<file path="config.mk">
export PLATFORM = sky130hd
export DESIGN_NAME = cic_top
export DESIGN_NICKNAME = d
export VERILOG_FILES = /design/src/verilog/cic_pkg.sv /design/src/verilog/cic_cfg_if.sv /design/src/verilog/cic_cen_gen.sv /design/src/verilog/cic_comb.sv /design/src/verilog/cic_interp_execute.sv /design/src/verilog/cic_reg_decode.sv /design/src/verilog/cic_result_scale.sv /design/src/verilog/cic_top.sv
export SDC_FILE = /design/constraint.sdc
export NUM_CORES = 1
export LEC_CHECK = 0
export ABC_AREA = 0
export BUFFER_PORTS_ARGS = -buffer_cell sky130_fd_sc_hd__buf_2
export CORE_UTILIZATION = 35
export DETAILED_ROUTE_END_ITERATION = 10
export GPL_TIMING_DRIVEN = 1
export PLACE_DENSITY_LB_ADDON = 0.15
export SETUP_SLACK_MARGIN = 0.3
export SYNTH_ARGS = -nofsm -noshare
export SYNTH_HDL_FRONTEND = slang
export SYNTH_SLANG_ARGS = --single-unit
</file>
<file path="constraint.sdc">
create_clock -name clk -period 2.62 [get_ports clk]
set_clock_uncertainty 0.1 [all_clocks]
set_input_delay 0.524 -clock clk [delete_from_list [all_inputs] [get_ports clk]]
set_output_delay 0.524 -clock clk [all_outputs]
set_load 0.005 [all_outputs]
</file>
<file path="src/verilog/cic_pkg.sv">
package cic_pkg;

    // ****************************************
    // datapath widths
    // ****************************************
    localparam int in_w   = 16;  // audio sample width on both sides.
    localparam int calc_w = 20;  // accumulator width with headroom for the default filter.
    localparam int gain_w = 2;   // gain shift field gives a shift of 0 to 3.

    // the DC gain of the default filter is RATE^(N-1) * M^N = 2, so one right shift.
    localparam int norm_shift = 1;

    // ****************************************
    // APB register map
    // ****************************************
    localparam logic [3:0] off_ctrl   = 4'h0;  // enable in bit 0 and sat_en in bit 1.
    localparam logic [3:0] off_shift  = 4'h4;  // gain shift in the low bits.
    localparam logic [3:0] off_status = 4'h8;  // sticky overflow in bit 0.
    localparam logic [3:0] off_id     = 4'hC;  // read-only identification word.

    localparam logic [31:0] id_value = 32'h4349_4301;  // reads as "CIC" and version 1.

    // register select produced by the address decode.
    typedef enum logic [2:0] {
        sel_ctrl   = 3'd0,
        sel_shift  = 3'd1,
        sel_status = 3'd2,
        sel_id     = 3'd3,
        sel_none   = 3'd4
    } reg_sel_e;

endpackage

</file>
<file path="src/verilog/cic_cfg_if.sv">
`timescale 1ns/100ps

interface cic_cfg_if;

    logic                        enable;      // runs the filter and the rate enables.
    logic                        sat_en;      // saturate when high and wrap when low.
    logic [cic_pkg::gain_w-1:0]  gain_shift;  // left shift after normalization.
    logic                        ovf_clear;   // one-clk pulse that clears the overflow flag.
    logic                        ovf_seen;    // sticky overflow flag from the result stage.

    // the register block owns the configuration and reads the status back.
    modport cfg_src (output enable, sat_en, gain_shift, ovf_clear, input ovf_seen);

    // the execute stage only needs to know whether it runs.
    modport cfg_exec (input enable);

    // the result stage uses the full configuration and reports overflow.
    modport cfg_res (input enable, sat_en, gain_shift, ovf_clear, output ovf_seen);

endinterface

</file>
<file path="src/verilog/cic_cen_gen.sv">
`timescale 1ns/100ps

module cic_cen_gen #(
    parameter int RATE    = 2,
    parameter int DIV_OUT = 4
) (
    input  logic clk,
    input  logic rst,
    input  logic enable,
    output logic cen_in,
    output logic cen_out
);

    localparam int div_w = (DIV_OUT > 1) ? $clog2(DIV_OUT) : 1;  // divider counter width.
    localparam int ph_w  = (RATE > 1) ? $clog2(RATE) : 1;        // phase counter width.

    logic [div_w-1:0] div_cnt;  // clk cycles within one output period.
    logic [ph_w-1:0]  phase;    // output samples within one input period.

    always_ff @(posedge clk) begin
        if (rst || !enable) begin
            div_cnt <= '0;  // held at zero so a restart begins a full period.
            phase   <= '0;
        end else begin
            div_cnt <= cen_out ? '0 : div_cnt + 1'b1;
            if (cen_out) begin
                phase <= (phase == ph_w'(RATE - 1)) ? '0 : phase + 1'b1;
            end
        end
    end

    assign cen_out = enable && (div_cnt == div_w'(DIV_OUT - 1));  // last clk of the period.
    assign cen_in  = cen_out && (phase == '0);                    // first of RATE outputs.

    // the divider leaves a gap of at least one clk between two output enables.
    a_out_spacing : assert property (@(posedge clk) disable iff (rst)
        cen_out |=> (DIV_OUT == 1) || !cen_out)
        else $error("cen_out pulsed in two clk cycles in a row");

endmodule

</file>
<file path="src/verilog/cic_comb.sv">
`timescale 1ns/100ps

module cic_comb #(
    parameter int M = 1
) (
    input  logic                              clk,
    input  logic                              rst,
    input  logic                              cen,
    input  logic signed [cic_pkg::calc_w-1:0] din,
    output logic signed [cic_pkg::calc_w-1:0] dout
);

    logic signed [cic_pkg::calc_w-1:0] dly [M];  // the last M inputs, newest first.

    always_ff @(posedge clk) begin
        if (rst) begin
            for (int i = 0; i < M; i++) begin
                dly[i] <= '0;  // restart from silence.
            end
            dout <= '0;
        end else if (cen) begin
            dly[0] <= din;
            for (int i = 1; i < M; i++) begin
                dly[i] <= dly[i-1];  // shift the delay line by one sample.
            end
            dout <= din - dly[M-1];  // difference with the sample M steps back.
        end
    end

endmodule

</file>
<file path="src/verilog/cic_interp_execute.sv">
`timescale 1ns/100ps

module cic_interp_execute #(
    parameter int N    = 2,
    parameter int M    = 1,
    parameter int RATE = 2
) (
    input  logic                              clk,
    input  logic                              rst,
    input  logic                              cen_in,
    input  logic                              cen_out,
    input  logic signed [cic_pkg::in_w-1:0]   snd_in,
    cic_cfg_if.cfg_exec                       cfg,
    output logic signed [cic_pkg::calc_w-1:0] integ_out
);

    localparam int ext_w = cic_pkg::calc_w - cic_pkg::in_w;  // sign extension bits.
    localparam int ph_w  = (RATE > 1) ? $clog2(RATE) : 1;

    logic                              clr;                // clears all filter state.
    logic signed [cic_pkg::calc_w-1:0] comb_data [N+1];    // comb chain taps.
    logic signed [cic_pkg::calc_w-1:0] integ_data [N+1];   // integrator chain taps.
    logic signed [cic_pkg::calc_w-1:0] stuffed;            // zero-stuffed sample.
    logic [ph_w-1:0]                   phase;              // output slot within one input.

    assign clr = rst || !cfg.enable;  // a stopped filter forgets its history.

    // ****************************************
    // comb cascade at the input rate
    // ****************************************
    assign comb_data[0] = {{ext_w{snd_in[cic_pkg::in_w-1]}}, snd_in};

    for (genvar k = 0; k < N; k++) begin : g_comb
        cic_comb #(.M(M)) u_comb (
            .clk  (clk),
            .rst  (clr),
            .cen  (cen_in),
            .din  (comb_data[k]),
            .dout (comb_data[k+1])
        );
    end

    // ****************************************
    // zero stuffing at the output rate
    // ****************************************
    always_ff @(posedge clk) begin
        if (clr) begin
            stuffed <= '0;
            phase   <= '0;
        end else if (cen_out) begin
            stuffed <= cen_in ? comb_data[N] : '0;  // one real sample then RATE-1 zeros.
            phase   <= (phase == ph_w'(RATE - 1)) ? '0 : phase + 1'b1;
        end
    end

    // integrators wrap on purpose. The combs undo the wrap exactly.
    assign integ_data[0] = stuffed;

    for (genvar k = 0; k < N; k++) begin : g_integ
        logic signed [cic_pkg::calc_w-1:0] acc;  // running sum of this stage.

        always_ff @(posedge clk) begin
            if (clr) begin
                acc <= '0;
            end else if (cen_out) begin
                acc <= acc + integ_data[k];
            end
        end

        assign integ_data[k+1] = acc;
    end

    assign integ_out = integ_data[N];

    // the rate generator must line cen_in up with every RATE-th output slot.
    a_stuff_phase : assert property (@(posedge clk) disable iff (clr)
        cen_out |-> (cen_in == (phase == '0)))
        else $error("cen_in out of step with the zero-stuff phase");

endmodule

</file>
<file path="src/verilog/cic_reg_decode.sv">
`timescale 1ns/100ps

module cic_reg_decode (
    input  logic        clk,
    input  logic        rst,
    input  logic        psel,
    input  logic        penable,
    input  logic        pwrite,
    input  logic [3:0]  paddr,
    input  logic [31:0] pwdata,
    output logic [31:0] prdata,
    output logic        pready,
    output logic        pslverr,
    cic_cfg_if.cfg_src  cfg
);

    cic_pkg::reg_sel_e sel;  // register picked by paddr.

    logic                       access;      // APB access phase.
    logic                       wr_en;       // write access phase.
    logic                       ctrl_enable; // CTRL bit 0.
    logic                       ctrl_sat;    // CTRL bit 1.
    logic [cic_pkg::gain_w-1:0] gain_shift;  // SHIFT field.
    logic                       ovf_clear;   // pulse towards the result stage.

    // ****************************************
    // address decode
    // ****************************************
    always_comb begin
        case (paddr)
            cic_pkg::off_ctrl:   sel = cic_pkg::sel_ctrl;
            cic_pkg::off_shift:  sel = cic_pkg::sel_shift;
            cic_pkg::off_status: sel = cic_pkg::sel_status;
            cic_pkg::off_id:     sel = cic_pkg::sel_id;
            default:             sel = cic_pkg::sel_none;  // any other offset is unmapped.
        endcase
    end

    assign access  = psel && penable;               // no wait states so this is the last cycle.
    assign wr_en   = access && pwrite;              // writes land at the end of this cycle.
    assign pready  = 1'b1;                          // the block never stretches a transfer.
    assign pslverr = access && (sel == cic_pkg::sel_none);  // unmapped offsets fail.

    // ****************************************
    // configuration registers
    // ****************************************
    always_ff @(posedge clk) begin
        if (rst) begin
            ctrl_enable <= 1'b0;  // the filter starts stopped.
            ctrl_sat    <= 1'b1;  // saturation is the safe default.
            gain_shift  <= '0;
            ovf_clear   <= 1'b0;
        end else begin
            ovf_clear <= wr_en && (sel == cic_pkg::sel_status) && pwdata[0];  // write 1 to clear.
            if (wr_en && (sel == cic_pkg::sel_ctrl)) begin
                ctrl_enable <= pwdata[0];
                ctrl_sat    <= pwdata[1];
            end
            if (wr_en && (sel == cic_pkg::sel_shift)) begin
                gain_shift <= pwdata[cic_pkg::gain_w-1:0];
            end
        end
    end

    assign cfg.enable     = ctrl_enable;
    assign cfg.sat_en     = ctrl_sat;
    assign cfg.gain_shift = gain_shift;
    assign cfg.ovf_clear  = ovf_clear;

    // read data is a plain mux of the registers.
    always_comb begin
        prdata = '0;
        case (sel)
            cic_pkg::sel_ctrl:   prdata = {30'd0, ctrl_sat, ctrl_enable};
            cic_pkg::sel_shift:  prdata = {{(32-cic_pkg::gain_w){1'b0}}, gain_shift};
            cic_pkg::sel_status: prdata = {31'd0, cfg.ovf_seen};
            cic_pkg::sel_id:     prdata = cic_pkg::id_value;
            default:             prdata = '0;  // unmapped reads return zero with an error.
        endcase
    end

    // an error response only closes a transfer that went through its setup cycle.
    a_slverr_access : assert property (@(posedge clk) disable iff (rst)
        pslverr |-> psel && penable && $past(psel && !penable))
        else $error("pslverr raised outside an APB access phase");

endmodule

</file>
<file path="src/verilog/cic_result_scale.sv">
`timescale 1ns/100ps

module cic_result_scale #(
    parameter int norm_shift = 1
) (
    input  logic                              clk,
    input  logic                              rst,
    input  logic                              cen_out,
    input  logic signed [cic_pkg::calc_w-1:0] integ_in,
    cic_cfg_if.cfg_res                        cfg,
    output logic signed [cic_pkg::in_w-1:0]   snd_out,
    output logic                              out_valid
);

    // room for the largest gain shift on top of the accumulator width.
    localparam int sc_w = cic_pkg::calc_w + (1 << cic_pkg::gain_w) - 1;
    localparam int in_w = cic_pkg::in_w;

    localparam logic signed [sc_w-1:0] max_val = {{(sc_w-in_w+1){1'b0}}, {(in_w-1){1'b1}}};
    localparam logic signed [sc_w-1:0] min_val = {{(sc_w-in_w+1){1'b1}}, {(in_w-1){1'b0}}};

    logic signed [cic_pkg::calc_w-1:0] normed;  // DC gain removed.
    logic signed [sc_w-1:0]            scaled;  // after the gain shift.
    logic                              over;    // above the largest sample.
    logic                              under;   // below the smallest sample.
    logic signed [in_w-1:0]            clipped; // value that goes out.
    logic                              ovf_seen;

    // ****************************************
    // normalize, gain and limit
    // ****************************************
    always_comb begin
        normed = integ_in >>> norm_shift;
        scaled = {{(sc_w-cic_pkg::calc_w){normed[cic_pkg::calc_w-1]}}, normed};
        scaled = scaled <<< cfg.gain_shift;
        over   = scaled > max_val;
        under  = scaled < min_val;
        if (cfg.sat_en && over) begin
            clipped = max_val[in_w-1:0];
        end else if (cfg.sat_en && under) begin
            clipped = min_val[in_w-1:0];
        end else begin
            clipped = scaled[in_w-1:0];  // wrap mode keeps the low bits.
        end
    end

    always_ff @(posedge clk) begin
        if (rst) begin
            snd_out   <= '0;
            out_valid <= 1'b0;
            ovf_seen  <= 1'b0;
        end else begin
            out_valid <= cen_out;  // one clk behind the rate enable.
            if (!cfg.enable) begin
                snd_out <= '0;  // silence while stopped.
            end else if (cen_out) begin
                snd_out <= clipped;
            end
            if (cfg.ovf_clear) begin
                ovf_seen <= 1'b0;
            end else if (cen_out && (over || under)) begin
                ovf_seen <= 1'b1;  // sticky until software clears it.
            end
        end
    end

    assign cfg.ovf_seen = ovf_seen;

    // a new output value is always flagged by out_valid, unless the filter was stopped.
    a_valid_timing : assert property (@(posedge clk) disable iff (rst)
        $changed(snd_out) |-> out_valid || !$past(cfg.enable))
        else $error("snd_out changed without an out_valid pulse");

endmodule

</file>
<file path="src/verilog/cic_top.sv">
`timescale 1ns/100ps

module cic_top #(
    parameter int N       = 2,
    parameter int M       = 1,
    parameter int RATE    = 2,
    parameter int DIV_OUT = 4
) (
    input  logic                            clk,
    input  logic                            rst,
    input  logic                            psel,
    input  logic                            penable,
    input  logic                            pwrite,
    input  logic [3:0]                      paddr,
    input  logic [31:0]                     pwdata,
    output logic [31:0]                     prdata,
    output logic                            pready,
    output logic                            pslverr,
    input  logic signed [cic_pkg::in_w-1:0] snd_in,
    output logic                            in_take,
    output logic signed [cic_pkg::in_w-1:0] snd_out,
    output logic                            out_valid
);

    logic                              cen_in;     // input-rate enable.
    logic                              cen_out;    // output-rate enable.
    logic signed [cic_pkg::calc_w-1:0] integ_out;  // full-width filter output.

    cic_cfg_if u_cfg ();

    cic_reg_decode u_reg_decode (
        .clk     (clk),
        .rst     (rst),
        .psel    (psel),
        .penable (penable),
        .pwrite  (pwrite),
        .paddr   (paddr),
        .pwdata  (pwdata),
        .prdata  (prdata),
        .pready  (pready),
        .pslverr (pslverr),
        .cfg     (u_cfg.cfg_src)
    );

    cic_cen_gen #(.RATE(RATE), .DIV_OUT(DIV_OUT)) u_cen_gen (
        .clk     (clk),
        .rst     (rst),
        .enable  (u_cfg.enable),
        .cen_in  (cen_in),
        .cen_out (cen_out)
    );

    assign in_take = cen_in;  // the source sees the take on the input-rate enable.

    cic_interp_execute #(.N(N), .M(M), .RATE(RATE)) u_execute (
        .clk       (clk),
        .rst       (rst),
        .cen_in    (cen_in),
        .cen_out   (cen_out),
        .snd_in    (snd_in),
        .cfg       (u_cfg.cfg_exec),
        .integ_out (integ_out)
    );

    cic_result_scale #(.norm_shift(cic_pkg::norm_shift)) u_result (
        .clk       (clk),
        .rst       (rst),
        .cen_out   (cen_out),
        .integ_in  (integ_out),
        .cfg       (u_cfg.cfg_res),
        .snd_out   (snd_out),
        .out_valid (out_valid)
    );

endmodule
</file>
* Yosys cells after proc, flatten, opt, wreduce, memory -nomap -nowiden
Memory sizes are Yosys's and may differ from the RTL's. Index checks and enable logic that the tools add are counted. Widths: inputs -> output; s select.
Word-level totals: flip-flop bits (word level) 126, memory bits (writable) 40, bits of input ports 57, output and inout bits 52, logic and storage cells 72, memories 2
Operators by class: add/subtract/negate cells 6, magnitude comparators 2, equal/unequal tests 8, shifts and indexed selects 1, muxes and demuxes 15, bitwise logic cells 2, reduce and logical (&&, ||, !) cells 22
Memory list:
- u_execute.g_comb[0].u_comb.dly | depth 1, bits a word 20, rd ports 1, clocked after Yosys merged registers in 0, write ports 1, line cic_comb.sv:13 | logic signed [cic_pkg::calc_w-1:0] dly [M];
- u_execute.g_comb[1].u_comb.dly | depth 1, bits a word 20, rd ports 1, clocked after Yosys merged registers in 0, write ports 1, line cic_comb.sv:13
Operators by type and width (count):
- $pmux 31 s4 | 1
- $mux 20 | 3
- $add 20x20->20 | 2
- $reduce_or 20->1 | 2
- $mux 16 | 2
- $gt 23x16->1 const B | 1
- $lt 23x16->1 const B | 1
- $sshl 19x2->23 | 1
- $sub 16x20->20 | 1
- $sub 20x20->20 | 1
- $logic_and 1x1->1 | 12
- $pmux 3 s4 | 1
- $eq 4x4->1 const B | 2
- $mux 1 | 8
- $eq 3x2->1 const B | 2
- $reduce_or 2->1 | 3
- $eq 4x3->1 const B | 1
- $logic_not 4->1 | 1
- $eq 3x1->1 const B | 1
- $eq 3x3->1 const B | 1
- $logic_not 3->1 | 1
- $add 2x1->2 const B | 1
- $eq 2x2->1 const B | 1
- $logic_or 1x1->1 | 2
- 3 further kinds | 4

* Depth between registers and ports, before layout
word-level depth 8, depth in mapped cells 11, mapped depth without buffers 11

* Modules after synthesis
From an unflattened synthesis, not the netlist that was laid out.
Unflattened totals: cells, all modules 1202, area, all modules 10797.9 µm²
By module, submodules not included:
- cic_comb | times used 2, cells each 258, area an instance 2412.3 µm², sequential area each 1001.0 µm²
- cic_interp_execute | times used 1, cells each 470, area an instance 3971.3 µm², sequential area each 1201.2 µm²
- cic_result_scale | times used 1, cells each 140, area an instance 1355.0 µm², sequential area each 360.3 µm²
- cic_reg_decode | times used 1, cells each 65, area an instance 513.0 µm², sequential area each 100.1 µm²
- cic_cen_gen | times used 1, cells each 11, area an instance 133.9 µm², sequential area each 60.1 µm²

* Least setup slack after synthesis
Ideal clock, no wire load.
path type register to register, start point reg u_execute.g_integ[0].acc[0] (netlist name), end point reg u_execute.g_integ[0].acc[16] (netlist name), setup time 0.119 ns, arrival 2.603 ns, required time 2.401 ns, setup slack -0.203 ns, cell stages (with the launch flop) 11, buffers on the path 0, period minus slack after synthesis 2.823 ns, path through dfxtp_1 ha_1 fa_1 a211oi_2 o21bai_4 a2111oi_4 nor2_2 a2111o_1 a31oi_1 xor2_1 a21oi_1
Between the ends: word-level cells in the longest chain between the ends 1
RTL lines:
- start, declared | line cic_interp_execute.sv:60 | logic signed [cic_pkg::calc_w-1:0] acc;
- start signal, assigned | line cic_interp_execute.sv:66 | acc <= acc + integ_data[k];
- $add 20x20->20 | line cic_interp_execute.sv:66
No other way between the ends. A chain may end at the register's enable or synchronous reset.

* Final worst setup path
start point reg u_execute.stuffed[0] (netlist name), end point reg u_execute.g_integ[0].acc[16] (netlist name)
Between the ends: word-level cells in the longest chain between the ends 1
RTL lines:
- start, declared | line cic_interp_execute.sv:23 | logic signed [cic_pkg::calc_w-1:0] stuffed;
- start signal, assigned | line cic_interp_execute.sv:51 | stuffed <= cen_in ? comb_data[N] : '0;
- $add 20x20->20 | line cic_interp_execute.sv:66
No other way between the ends.

==> reports/metrics.cfg <==
[status]
outcome=complete, but fails checks
violations=negative setup slack

[placed_design]
place_ws_ns=-0.144
place.gp.congestion=0.880
placedCellCount=1512
placed_area_sq_mm=0.0108
portBuffers=56
place_hpwl_microns=15100

[routing]
drc=0
vias=7712
antenna_left=0
post_drt_wl_per_cell_microns=13.6
viasPerCell=4.89
first_pass_iters=5
drtIter0Drc=324
totalWireLength_microns=21500

[final_layout]
fin_area_sq_mm=0.0123
syn2layout_area_growth_pct=25.8
fin_nets=1328
num_antenna_cells=0
fin_cells=1578
final_common_cell=dfxtp_1
layout_common_cells=117 x dfxtp_1, 82 x nor2_1, 79 x nand2_1
drive_gt1_share_pct=25.3

[global_route]
grt_pass1_vias=7359
grtUsageTotal_pct=15.4
grt-ovfl-total=0
grt_pass1_wl_microns=35500
antenna_found_initial=0
grt_max_degree=56

[sta]
setup_violations=2
final.setup.tns_ns=-0.172
hold_viol=0
slew_headroom_pct=59.5
drv_slew=0
finalCritPeriodShare_pct=105
tightest_slew_ns=0.607
rsz0062_at_grt=true
min_period_ns=2.74
fmax_mhz=365
worst_slack_ns=-0.120

[worst_hold_path]
hp-class=primary input to flop
holdPathStages=2
hold_start=pwdata[1]
min_to=u_reg_decode.cfg.sat_en

[floorplan]
rows=60
core_area_sq_mm=0.0272
initial_core_util_pct=36.0
die_x_microns=169
die_height_microns=169
dieArea_sq_mm=0.0286
ios=109

[synthesis]
synthArstFlopShare_pct=0
ys_seq_area_share_pct=36.9
syn_inst=1076
syn_area_sq_mm=0.00978
synth_seq_cells=162
synth_edf_count=36
synth_top_area_cell=dfxtp_1
ys_warn_count=0
netlist.area_leader.share_pct=25.8
syn_avg_cell_area_sq_um=9.09
synth_ff_type=dfxtp_1
synthDistinctLibCells=75
synth_area_leaders=dfxtp_1 26%, edfxtp_1 11%, ha_1 9.5%

[critical_path]
regToRegEndpoint=u_execute.g_integ[0].acc[16]
cp-end-kind=flop
cp-start-kind=flop
r2r-start=u_execute.stuffed[0]
ff2ff_path_depth=10
crit_type=flop to flop
cp_slowest_cell=fa_2
required_ns=2.83
slowest_delay_ns=0.38
crit_chain=ha_4, fa_2, a211oi_4, o21bai_4, a2111oi_4, nor2_2, a2111o_1, a31oi_2, xor2_1, a21oi_1
reg2reg_setup_slack_ns=-0.12
crit_fanout=2
crit_arrival_ns=2.95

[clocking]
htreeDepth=4
cts_buffers=17
cts_root_buf=clkbuf_16
clk_latency_ns=0.43
cts_sinks=162
cts_max_path_buffers=2
path_clk_slew_ns=0.07
cts_tree=yes

[job]
drv_cap=0

[power]
vdd_drop_max_uv=332
p_per_area_mw_per_mm2=446
leakagePower_nw=5.07

worst max-delay path, delay by kind of cell (launching register included):
kind / cells / cell delay (ns)
AOI/OAI and AO/OA: 6 / 1.40
adders and majority gates: 2 / 0.54
xor gates and xnor gates: 1 / 0.17
and+or+nand+nor: 1 / 0.07
DFF: 1 / 0.34
registers in the layout (all words and copies together) (netlist names):
register / cells
u_reg_decode.cfg.ovf_clear: 1
u_reg_decode.cfg.gain_shift: 2
u_result.out_valid: 1
u_execute.g_comb.u_comb.dly: 36
u_cen_gen.div_cnt: 2
u_execute.stuffed: 20
u_execute.g_comb.u_comb.dout: 40
u_execute.g_integ.acc: 20
u_result.snd_out: 16
u_cen_gen.phase: 1
u_reg_decode.cfg.sat_en: 1
u_execute.integ_out: 20
u_result.cfg.ovf_seen: 1
u_reg_decode.cfg.enable: 1
metal layers:
metal  routed length [microns]  part of all wire (%)  track usage, %  vias up
met5                         0                     0               0        -
met3                       542                   2.5            3.17       14
met1                     10100                    47            18.5     3542
met4                       221                   1.0            3.49        0
li1                          -                     -               -     4043
met2                     10600                    49            27.9      113
metrics by stage:
step	hold slack, ns	utilization, %	total power, mW
final	0.224	45.3	5.48
after global routing	0.208	45.3	5.69
after CTS	0.201	43.8	5.54
after detailed placement	0.286	39.8	2.78
after global placement	0.279	39.8	2.77
after floorplan	0.275	-	2.75
cells by family after synthesis:
kind of cell	Yosys count	share of synthesized area [%]
AO/OA/AOI/OAI	310	21.0
XOR/XNOR	59	5.28
adder cells (fa/ha/maj)	78	10.3
buffers and inverters	127	6.24
flip-flops	162	36.9
multiplexers	42	5.59
other	2	0.0768
AND/OR/NAND/NOR	296	14.7
layout make-up:
type                       instances  area [sq um]
fill                            2691         14900
multi-input combinational        807          6310
sequential                       162          3620
timing repair buffer             149          1050
tap                              372           465
clock buffer                      18           429
clock inverter                    14           215
inverter                          56           214
how the worst max path moves through the flow:
stage | startpoint | endpoint | slack, ns | cells after the start
3_5_place_dp | u_execute.stuffed[0] | u_execute.g_integ[0].acc[16] | -0.14 | 10
6_report | u_execute.stuffed[0] | u_execute.g_integ[0].acc[16] | -0.12 | 10
5_1_grt | u_execute.stuffed[0] | u_execute.g_integ[0].acc[16] | -0.21 | 10
3_3_place_gp | u_execute.stuffed[0] | u_execute.g_integ[0].acc[16] | -0.14 | 10
2_1_floorplan | u_execute.g_integ[0].acc[0] | u_execute.g_integ[0].acc[16] | 0.006 | 10
4_1_cts | u_execute.stuffed[0] | u_execute.g_integ[0].acc[16] | -0.11 | 10
synthesized netlist by cell type, types with 5 or more instances:
| master | count |
|---|---|
| clkbuf_1 | 34 |
| nand2b_1 | 21 |
| a22o_1 | 23 |
| a21o_1 | 23 |
| xor2_1 | 24 |
| buf_4 | 30 |
| a21oi_1 | 71 |
| nor2b_1 | 16 |
| o21ai_0 | 67 |
| mux2i_1 | 31 |
| a211oi_1 | 19 |
| o31ai_1 | 8 |
| a31oi_1 | 8 |
| o21a_1 | 13 |
| nor3_1 | 13 |
| o21bai_1 | 5 |
| o221a_1 | 6 |
| and2_1 | 37 |
| nor2_1 | 83 |
| a211o_1 | 5 |
| and3_1 | 6 |
| inv_1 | 55 |
| o22ai_1 | 6 |
| dfxtp_1 | 126 |
| nand3_1 | 11 |
| nand2_1 | 84 |
| edfxtp_1 | 36 |
| mux4_2 | 10 |
| ha_1 | 74 |
| o21ai_1 | 24 |
| xnor2_1 | 35 |
power by group:
part | switching [mW] | total, mW | internal [mW]
Sequential | 0.00108 | 2.54 | 2.54
Combinational | 0.116 | 0.217 | 0.101
Clock | 1.09 | 2.72 | 1.63
timing repair:
| item | CTS | global route |
|---|---|---|
| pin swaps | 37 | 37 |
| setup endpoints to repair | 43 | 55 |
| setup buffers | 14 | 20 |
| endpoints found under the hold margin | 0 | 0 |
| resized for setup | 66 | 56 |
| hold buffers | 0 | 0 |
No activity file was read; power rests on OpenSTA's default activity.
